File: config.mk
export PLATFORM = sky130hd
export DESIGN_NAME = astral_chip_top
export DESIGN_NICKNAME = d
export VERILOG_FILES = /design/src/astral_pkg.sv /design/src/astral_chip_top.sv /design/src/pad_cfg_regs.sv /design/src/pad_mux.sv /design/src/por_rst_sync.sv /design/src/rt_clk_div.sv
export SDC_FILE = /design/constraint.sdc
export NUM_CORES = 1
export LEC_CHECK = 0
export ABC_AREA = 1
export ABC_CLOCK_PERIOD_IN_PS = 1750
export BUFFER_PORTS_ARGS = -buffer_cell sky130_fd_sc_hd__buf_4
export CAP_MARGIN = 15
export CORE_AREA = 2 2 159 161
export DETAILED_ROUTE_END_ITERATION = 7
export DIE_AREA = 0 0 161 163
export MAX_ROUTING_LAYER = met4
export PLACE_DENSITY = 0.52
export SYNTH_ARGS = -nofsm -noshare
export SYNTH_HDL_FRONTEND = slang
export SYNTH_SLANG_ARGS = --single-unit
File: constraint.sdc
create_clock -name ref_clk_i -period 1.75 [get_ports ref_clk_i]
set_input_delay 0.175 -clock ref_clk_i [delete_from_list [all_inputs] [get_ports ref_clk_i]]
set_output_delay 0.175 -clock ref_clk_i [all_outputs]
set_load 0.005 [all_outputs]
File: src/astral_pkg.sv
////////////////////////////////////////
// shared pad count and function encoding
// configuration request and response
// pad drive and pad lane types
////////////////////////////////////////

package astral_pkg;

  ////////////////////////////////////////
  // padframe dimensions
  ////////////////////////////////////////

  // fixed for the chip
  localparam int unsigned NumMuxPads  = 22;
  localparam int unsigned NumPadFuncs = 4;

  // owner of a multiplexed pad
  typedef enum logic [1:0] {
    PadFuncGpio = 2'd0,
    PadFuncSpi  = 2'd1,
    PadFuncI2c  = 2'd2,
    PadFuncCan  = 2'd3
  } pad_func_e;

  // one owner per pad, pad 0 in the low bits
  typedef pad_func_e [NumMuxPads-1:0] pad_sel_t;

  ////////////////////////////////////////
  // configuration port
  ////////////////////////////////////////

  localparam int unsigned CfgAddrW = 5;
  localparam int unsigned CfgDataW = 32;

  // single-cycle strobe, no ready
  typedef struct packed {
    logic                valid;
    logic                write;
    logic [CfgAddrW-1:0] addr;
    logic [CfgDataW-1:0] wdata;
  } cfg_req_t;

  typedef struct packed {
    logic                valid;
    logic                error;
    logic [CfgDataW-1:0] rdata;
  } cfg_rsp_t;

  ////////////////////////////////////////
  // pad lanes
  ////////////////////////////////////////

  typedef logic [NumMuxPads-1:0] pad_lanes_t;

  // what one function wants on every pad lane
  typedef struct packed {
    pad_lanes_t o;
    pad_lanes_t oe;
  } pad_drive_t;

endpackage

File: src/astral_chip_top.sv
////////////////////////////////////////
// chip wrapper infrastructure top level
// reset sync, rt clock divider, padframe
// config registers and pad multiplexer
////////////////////////////////////////

`timescale 1ns/1ns

module astral_chip_top #(
  parameter int unsigned SyncStages = 2,
  parameter int unsigned DivValue   = 100
) (
  input  logic                                                 ref_clk_i,
  input  logic                                                 rst_n_i,
  output logic                                                 ref_rst_n_o,
  output logic                                                 rt_clk_o,
  input  astral_pkg::cfg_req_t                                 cfg_req_i,
  output astral_pkg::cfg_rsp_t                                 cfg_rsp_o,
  input  astral_pkg::pad_drive_t [astral_pkg::NumPadFuncs-1:0] func_drive_i,
  output astral_pkg::pad_lanes_t [astral_pkg::NumPadFuncs-1:0] func_in_o,
  output astral_pkg::pad_lanes_t                               pad_o,
  output astral_pkg::pad_lanes_t                               pad_oe_o,
  input  astral_pkg::pad_lanes_t                               pad_i
);
  import astral_pkg::*;

  logic     ref_rst_n;
  pad_sel_t pad_sel;

  // power-on reset into the ref clock domain
  por_rst_sync #(
    .SyncStages ( SyncStages )
  ) i_por_rst_sync (
    .ref_clk_i ( ref_clk_i ),
    .rst_n_i   ( rst_n_i   ),
    .rst_n_o   ( ref_rst_n )
  );

  assign ref_rst_n_o = ref_rst_n;

  rt_clk_div #(
    .DivValue ( DivValue )
  ) i_rt_clk_div (
    .ref_clk_i ( ref_clk_i ),
    .rst_n_i   ( ref_rst_n ),
    .clk_o     ( rt_clk_o  )
  );

  ////////////////////////////////////////
  // padframe
  ////////////////////////////////////////

  pad_cfg_regs i_pad_cfg_regs (
    .ref_clk_i ( ref_clk_i ),
    .rst_n_i   ( ref_rst_n ),
    .cfg_req_i ( cfg_req_i ),
    .cfg_rsp_o ( cfg_rsp_o ),
    .pad_sel_o ( pad_sel   )
  );

  pad_mux i_pad_mux (
    .pad_sel_i    ( pad_sel      ),
    .func_drive_i ( func_drive_i ),
    .pad_i        ( pad_i        ),
    .pad_o        ( pad_o        ),
    .pad_oe_o     ( pad_oe_o     ),
    .func_in_o    ( func_in_o    )
  );

  // mux has no clock of its own, sample its ownership check here
  assert property (@(posedge ref_clk_i) disable iff (!ref_rst_n)
    !i_pad_mux.func_in_leak)
    else $error("pad input returned to a function that does not own the pad");

endmodule

File: src/pad_cfg_regs.sv
////////////////////////////////////////
// per-pad function select registers
// behind the configuration port
////////////////////////////////////////

`timescale 1ns/1ns

module pad_cfg_regs (
  input  logic                 ref_clk_i,
  input  logic                 rst_n_i,
  input  astral_pkg::cfg_req_t cfg_req_i,
  output astral_pkg::cfg_rsp_t cfg_rsp_o,
  output astral_pkg::pad_sel_t pad_sel_o
);
  import astral_pkg::*;

  pad_sel_t            sel_q;
  logic                addr_ok;
  logic                wr_en;
  logic [CfgDataW-1:0] rd_data;
  logic                rsp_valid_q;
  logic                rsp_error_q;
  logic [CfgDataW-1:0] rsp_rdata_q;

  ////////////////////////////////////////
  // address decode
  ////////////////////////////////////////

  // one word per pad, nothing above
  assign addr_ok = cfg_req_i.addr < CfgAddrW'(NumMuxPads);
  assign wr_en   = cfg_req_i.valid & cfg_req_i.write & addr_ok;

  // select in bits 1:0, writes answer with zero
  always_comb begin
    rd_data = '0;
    if (cfg_req_i.valid && !cfg_req_i.write && addr_ok) begin
      rd_data[1:0] = sel_q[cfg_req_i.addr];
    end
  end

  ////////////////////////////////////////
  // select registers
  ////////////////////////////////////////

  always_ff @(posedge ref_clk_i) begin
    if (!rst_n_i) begin
      for (int i = 0; i < NumMuxPads; i++) begin
        sel_q[i] <= PadFuncGpio;
      end
    end else if (wr_en) begin
      sel_q[cfg_req_i.addr] <= pad_func_e'(cfg_req_i.wdata[1:0]);
    end
  end

  assign pad_sel_o = sel_q;

  ////////////////////////////////////////
  // response
  ////////////////////////////////////////

  always_ff @(posedge ref_clk_i) begin
    if (!rst_n_i) begin
      rsp_valid_q <= 1'b0;
    end else begin
      rsp_valid_q <= cfg_req_i.valid;
    end
  end

  always_ff @(posedge ref_clk_i) begin
    rsp_error_q <= ~addr_ok;
    rsp_rdata_q <= rd_data;
  end

  assign cfg_rsp_o = '{valid: rsp_valid_q, error: rsp_error_q, rdata: rsp_rdata_q};

  // fixed one-cycle latency both ways
  // a request on the release edge is still seen in reset
  assert property (@(posedge ref_clk_i) disable iff (!rst_n_i)
    (cfg_req_i.valid && rst_n_i) |=> cfg_rsp_o.valid)
    else $error("config request without response one cycle later");

  assert property (@(posedge ref_clk_i) disable iff (!rst_n_i)
    cfg_rsp_o.valid |-> $past(cfg_req_i.valid))
    else $error("config response without request one cycle earlier");

endmodule

File: src/pad_mux.sv
////////////////////////////////////////
// pad multiplexer, function drives out
// and pad inputs back to the owner
////////////////////////////////////////

`timescale 1ns/1ns

module pad_mux (
  input  astral_pkg::pad_sel_t                                 pad_sel_i,
  input  astral_pkg::pad_drive_t [astral_pkg::NumPadFuncs-1:0] func_drive_i,
  input  astral_pkg::pad_lanes_t                               pad_i,
  output astral_pkg::pad_lanes_t                               pad_o,
  output astral_pkg::pad_lanes_t                               pad_oe_o,
  output astral_pkg::pad_lanes_t [astral_pkg::NumPadFuncs-1:0] func_in_o
);
  import astral_pkg::*;

  logic func_in_leak;

  ////////////////////////////////////////
  // routing
  ////////////////////////////////////////

  always_comb begin
    pad_o     = '0;
    pad_oe_o  = '0;
    // functions that do not own a pad see zero on it
    func_in_o = '0;
    for (int p = 0; p < NumMuxPads; p++) begin
      pad_o[p]                   = func_drive_i[pad_sel_i[p]].o[p];
      pad_oe_o[p]                = func_drive_i[pad_sel_i[p]].oe[p];
      func_in_o[pad_sel_i[p]][p] = pad_i[p];
    end
  end

  ////////////////////////////////////////
  // ownership check
  ////////////////////////////////////////

  // set when any function sees a one on a pad it does not own
  always_comb begin
    func_in_leak = 1'b0;
    for (int f = 0; f < NumPadFuncs; f++) begin
      for (int p = 0; p < NumMuxPads; p++) begin
        if (func_in_o[f][p] && (pad_sel_i[p] != pad_func_e'(f))) begin
          func_in_leak = 1'b1;
        end
      end
    end
  end

endmodule

File: src/por_rst_sync.sv
////////////////////////////////////////
// power-on reset synchroniser
////////////////////////////////////////

`timescale 1ns/1ns

module por_rst_sync #(
  parameter int unsigned SyncStages = 2
) (
  input  logic ref_clk_i,
  input  logic rst_n_i,
  output logic rst_n_o
);

  logic                  rst_smp_q;
  logic [SyncStages-1:0] sync_q;

  // pad sample feeding the chain
  always_ff @(posedge ref_clk_i) begin
    rst_smp_q <= rst_n_i;
  end

  // clears at once, fills with ones one stage per cycle
  always_ff @(posedge ref_clk_i) begin
    if (!rst_n_i) begin
      sync_q <= '0;
    end else begin
      sync_q[0] <= rst_smp_q;
      for (int i = 1; i < SyncStages; i++) begin
        sync_q[i] <= sync_q[i-1];
      end
    end
  end

  assign rst_n_o = sync_q[SyncStages-1];

  // release is delayed, assertion is not
  assert property (@(posedge ref_clk_i) !rst_n_i |=> !rst_n_o)
    else $error("synchronised reset high right after reset pad sampled low");

endmodule

File: src/rt_clk_div.sv
////////////////////////////////////////
// static integer divider for the
// real-time clock
////////////////////////////////////////

`timescale 1ns/1ns

module rt_clk_div #(
  parameter int unsigned DivValue = 100
) (
  input  logic ref_clk_i,
  input  logic rst_n_i,
  output logic clk_o
);

  localparam int unsigned CntW       = $clog2(DivValue);
  localparam int unsigned HighCycles = DivValue / 2;
  localparam int unsigned LowCycles  = DivValue - HighCycles;

  logic [CntW-1:0] cnt_q;
  logic [CntW-1:0] cnt_d;
  logic            clk_q;

  // wraps at DivValue
  assign cnt_d = (cnt_q == CntW'(DivValue - 1)) ? '0 : cnt_q + 1'b1;

  // low phase first, output comes straight from a flop
  always_ff @(posedge ref_clk_i) begin
    if (!rst_n_i) begin
      cnt_q <= '0;
      clk_q <= 1'b0;
    end else begin
      cnt_q <= cnt_d;
      clk_q <= (cnt_d >= CntW'(LowCycles));
    end
  end

  assign clk_o = clk_q;

  initial begin
    assert (DivValue >= 2)
      else $fatal(1, "rt_clk_div needs DivValue of at least 2");
  end

  assert property (@(posedge ref_clk_i) disable iff (!rst_n_i)
    $rose(clk_o) |-> ##HighCycles $fell(clk_o))
    else $error("rt clock high phase has wrong length");

  assert property (@(posedge ref_clk_i) disable iff (!rst_n_i)
    $fell(clk_o) |-> ##LowCycles $rose(clk_o))
    else $error("rt clock low phase has wrong length");

endmodule

Word-level counts from Yosys, hierarchy flattened
Cells that the tools add are included.
{ "op_classes": {"bitwise_logic": 4, "reduce_logical": 26, "div": 0, "addsub": 1, "multipliers": 0, "order_cmp": 48, "n_eq_ne": 1, "muxes": 115, "n_shift": 0} }
{ "ops": {"columns": ["op", "n"], "rows": [
  ["binary-select mux 44 bit (select 2 bit)", 22],
  ["bitwise mux 88 bit", 21],
  ["demux 22 bit (select 2 bit)", 22],
  ["bitwise AND 88 bit", 1],
  ["< comparator 2 x 3 -> 1 bit (second input constant)", 22],
  ["bitwise mux 44 bit", 1],
  ["greater-or-equal comparator 2 x 1 -> 1 bit (second input constant)", 22],
  ["two-way mux 44 bit", 1],
  ["two-way mux 43 bit", 1],
  ["two-way mux 42 bit", 1],
  ["two-way mux 41 bit", 1],
  ["two-way mux 40 bit", 1],
  ["two-way mux 39 bit", 1],
  ["two-way mux 38 bit", 1],
  ["two-way mux 37 bit", 1],
  ["two-way mux 36 bit", 1],
  ["two-way mux 35 bit", 1],
  ["two-way mux 34 bit", 1],
  ["two-way mux 33 bit", 1],
  ["two-way mux 32 bit", 1],
  ["two-way mux 31 bit", 1],
  ["two-way mux 30 bit", 1],
  ["two-way mux 29 bit", 1],
  ["two-way mux 28 bit", 1],
  ["39 further kinds", 67]
]} }
{ "word_totals": {"latchBits": 0, "rom_bits": 0, "input_bits": 239, "out_inout_bits": 168, "word_cells": 224, "ram_bits": 0, "mem_count": 0, "regBits": 59} }

Longest topological paths before layout
{ "logic_depth": {"word_depth": 26, "depth_mapped": 10, "ltp_nobuf": 10} }

Cells and area by module
Synthesis repeated with hierarchy kept, for this count alone.
{ "unflattened": {"hier_cells": 1043, "hier_area_um2": 5366.4} }
{ "modules_own_cells": {"columns": ["mod", "cells_per_inst", "instances", "seq_area_each_um2", "area_each_um2"], "rows": [
  ["pad_cfg_regs", 434, 1, 960.9, 2650.0],
  ["pad_mux", 550, 1, 0.0, 2259.7],
  ["rt_clk_div", 52, 1, 160.2, 381.6],
  ["por_rst_sync", 7, 1, 60.1, 75.1]
]} }

Worst setup path after synthesis
Ideal clock, no wire load.
{ "synth_timing": {"path_type": "flip-flop to flip-flop", "from": "reg i_pad_cfg_regs.sel_q (netlist bit i_pad_cfg_regs.pad_sel_o[12])", "to": "reg i_pad_cfg_regs.rsp_rdata_q[0]", "path_stages_with_launch": 10, "path_slack_ps": 521, "arrival_ps": 1159, "path_buffers": 1, "synth_period_minus_slack_ps": 1229, "setup_ps": 70, "t_required_ps": 1680, "path_cell_list": "dfxtp_1 > clkbuf_1 > inv_1 > o21ai_0 > nand2_1 > nand2_1 > nand2_1 > nand2_1 > inv_1 > a21oi_1"} }
{ "synth_via": {"elab_chain_cells": 2} }
{ "synth_rtl": {"columns": ["item", "line", "text"], "rows": [
  ["start, declared", "pad_cfg_regs.sv:17", "pad_sel_t sel_q;"],
  ["start signal, assigned by index", "pad_cfg_regs.sv:48", "sel_q[i] <= PadFuncGpio;"],
  ["start signal, assigned by index", "pad_cfg_regs.sv:51", "sel_q[cfg_req_i.addr] <= pad_func_e'(cfg_req_i.wdata[1:0]);"],
  ["binary-select mux 2 bit (select 5 bit)", "pad_cfg_regs.sv:37", "rd_data[1:0] = sel_q[cfg_req_i.addr];"],
  ["two-way mux 2 bit (implied by the code)", "pad_cfg_regs.sv:37", null],
  ["end signal, assigned", "pad_cfg_regs.sv:71", "rsp_rdata_q <= rd_data;"],
  ["end, declared", "pad_cfg_regs.sv:23", "logic [CfgDataW-1:0] rsp_rdata_q;"]
]} }
Every way passes these cells. The select of a mux whose other input is x is not followed.
A chain may end at the register's enable or synchronous reset.

Final worst setup path
{ "layout_timing": {"from": "reg i_pad_cfg_regs.sel_q (netlist bit i_pad_cfg_regs.pad_sel_o[19])", "to": "out pad_oe_o[9]"} }
{ "layout_via": {"elab_chain_cells": 2} }
{ "layout_rtl": {"columns": ["item", "line", "text"], "rows": [
  ["binary-select mux 44 bit (select 2 bit)", "pad_mux.sv:31", "pad_oe_o[p] = func_drive_i[pad_sel_i[p]].oe[p];"],
  ["two-way mux 32 bit", null, null],
  ["end, declared", "astral_chip_top.sv:22", "output astral_pkg::pad_lanes_t pad_oe_o,"]
]} }
Every way passes these cells. The select of a mux whose other input is x is not followed.

==> flow_summary.json <==
{
  "netlist-cell-type-count": 24,
  "syn_area_um2": 5050,
  "fin_skew_ps": 6.52,
  "max-slew-margin-rel": 0.646,
  "fp.dieH_um": 163,
  "worst_pin_slew_ps": 530,
  "maxCapViolations": 0,
  "synthCells": 903,
  "use_met1": 0.168,
  "ios": 407,
  "gp_congestion": 0.839,
  "antenna_found_initial": 1,
  "end_kind": "output port",
  "finalCriticalPeriod_ps": 1650,
  "cts_setup_buffers": 0,
  "hpwl_mm": 17.1,
  "synth_seq_cells": 59,
  "pwr-share-comb": 0.197,
  "max_freq_mhz": 605,
  "r2r_end": "i_rt_clk_div.clk_o",
  "cts.sinks": 59,
  "layout_common_cells": "buf_4, nand2_1, nand3_1, nor2_1, inv_1",
  "hp-class": "input port to register",
  "critPathRequiredTime_ps": 1570,
  "cp-start-kind": "register",
  "finalHoldViolations": 0,
  "rrSetupSlack_ps": 360,
  "die-area_um2": 26200,
  "path_max_fanout": 11,
  "holdWs_ps": 44.7,
  "ff2ff_path_depth": 8,
  "area_growth_pct": 62.6,
  "root_buffer": "clkbuf_16",
  "core_um2": 24700,
  "n_fill_cell": 2752,
  "clockBufferDepth": 2,
  "avgViaCountPerCell": 4.41,
  "final_net_count": 1464,
  "outcome": "finished clean",
  "cts_tree": "yes",
  "overflow": 0,
  "grt_pass1_wl_mm": 31.1,
  "powerDensity_nw_per_um2": 494,
  "p_clk_frac": 0.469,
  "irDropWorstVdd_mv": 0.333,
  "cp_data_arrival_time_ps": 1480,
  "drtAntennaViolNets": 0,
  "routed_wirelength_mm": 20.5,
  "num_vias": 6867,
  "leakage_nw": 3.75,
  "switching_share": 0.237,
  "setup_viol": 0,
  "ys_seq_area_frac": 0.234,
  "clock_latency_ps": 340,
  "pwr-share-seq": 0.335,
  "mostFrequentLayoutCell": "buf_4",
  "crit_type": "register to output port",
  "start_util": 0.205,
  "grt_busiest_layer": "met2",
  "clkTransAtPathRegs_ps": 50,
  "grt_max_degree": 21,
  "port_buffers": 346,
  "die_w_um": 161,
  "drc": 0,
  "std_cell_rows": 58,
  "use_met2": 0.265,
  "synth.avg_cell_area_um2": 5.59,
  "p_sw_uw": 962,
  "drt_iter0_drc": 476,
  "drive_above_1_share": 0.321,
  "yosysWarnings": 0,
  "cp-endpoint": "pad_oe_o[9]",
  "h-tree-depth": 3,
  "grt_setup_unrepaired": "false",
  "cts_inserted_buffers": 9,
  "startpoint": "i_pad_cfg_regs.pad_sel_o[19]",
  "slew_viol_final": 0,
  "globalRouteTotalUtil": 0.151,
  "grt_pass1_vias": 6324,
  "fin_crit_sh": 0.945,
  "grtUsageMet3": 0.0339,
  "wire_per_inst_um": 13.2,
  "internal_power_mw": 3.10,
  "fin_setup_tns_ps": 0,
  "drtPass1Iterations": 5,
  "r2r-start": "i_rt_clk_div.cnt_q[0]"
}
## synthesized netlist by cell type
cell type	number	area, um2
nor2_4	1	11.3
nor3_1	78	390
ha_1	2	25.0
xnor2_1	1	8.76
buf_1	3	11.3
inv_2	1	3.75
buf_2	9	45.0
o21bai_1	1	7.51
o21ai_0	15	75.1
nor2_2	1	6.26
nand3_1	149	746
dfxtp_1	59	1180
a21oi_1	15	75.1
buf_4	32	240
nand3b_1	2	15.0
inv_1	81	304
nor3_2	1	10.0
nand4_1	24	150
nand2_1	201	754
nor2_1	144	541
clkbuf_1	46	173
a22oi_1	35	263
xor2_1	1	8.76
conb_1	1	3.75
## worst min-delay path by stage
| stage | startpoint | end | cells past startpoint |
|---|---|---|---|
| after floorplan | rst_n_i | i_por_rst_sync.rst_smp_q | 0 |
| after global placement | rst_n_i | i_por_rst_sync.rst_smp_q | 1 |
| after detailed placement | rst_n_i | i_por_rst_sync.rst_smp_q | 1 |
| after CTS | cfg_req_i[38] | i_pad_cfg_regs.rsp_valid_q | 3 |
| after global routing | cfg_req_i[38] | i_pad_cfg_regs.rsp_valid_q | 3 |
| final | cfg_req_i[38] | i_pad_cfg_regs.rsp_valid_q | 3 |
## area by class of cell
type / count / area [um2] / area share
clock inverter: 5 / 77.6 / 0.00945
multi-input combinational: 701 / 3200 / 0.390
timing repair buffer: 370 / 2780 / 0.339
sequential: 59 / 1190 / 0.145
clock buffer: 10 / 239 / 0.0291
inverter: 82 / 308 / 0.0375
tap: 330 / 413 / 0.0503
antenna: 1 / 2.50 / 0.000305
## sequential cells by signal, summed over array words and instances (netlist names)
register	count
i_pad_cfg_regs.pad_sel_o	44
i_rt_clk_div.cnt_q	7
i_pad_cfg_regs.rsp_rdata_q	2
i_por_rst_sync.sync_q	2
i_pad_cfg_regs.rsp_error_q	1
i_pad_cfg_regs.rsp_valid_q	1
i_por_rst_sync.rst_smp_q	1
i_rt_clk_div.clk_o	1
## routing by layer
metal	vias to the layer above	wire length, um
met5	-	0
met4	0	533
met3	31	1360
met2	251	10100
met1	3029	8590
li1	3556	-
## power groups by stage
stage	clock network, mW	logic (mW)	registers (mW)
CTS	1.93	0.805	1.36
detailed placement	0	0.801	1.39
global placement	0	0.798	1.39
finish	1.90	0.798	1.36
global route	2.00	0.873	1.36
floorplan	0	0.288	1.38
## critical path: stages (launching register included)
cell and delay, ps:
dfxtp_1 590, nor2_1 120, a22oi_1 190, nand3_1 100, buf_4 150
## cells by family (layout without fill, tap and decap cells)
| logic type | Yosys count | count (layout) | synth area share |
|---|---|---|---|
| simple gates | 601 | 601 | 0.520 |
| buf+inv | 172 | 467 | 0.154 |
| compound gates | 66 | 66 | 0.0833 |
| flops | 59 | 59 | 0.234 |
| fa+ha+maj | 2 | 2 | 0.00496 |
| xor+xnor | 2 | 2 | 0.00347 |
| other cells | 1 | 31 | 0.000743 |
## metrics by stage
step                utilization  power (mW)  cells  area, um2  setup WS, ps
finish                    0.333        4.06   1558       8210          96.2
global route              0.333        4.23   1558       8210         0.355
CTS                       0.332        4.10   1557       8200          16.3
detailed placement        0.319        2.19   1541       7870           249
global placement          0.319        2.18   1541       7870           242
floorplan                     -        1.67    932       5160           521
## timing repair
item | 4_1_cts | 5_1_grt
resized for setup | 0 | 6
hold buffers | 1 | 0
endpoints found under the hold margin | 1 | 0
endpoints found under the setup margin | 0 | 9
Power figures use the tool's default switching activity.
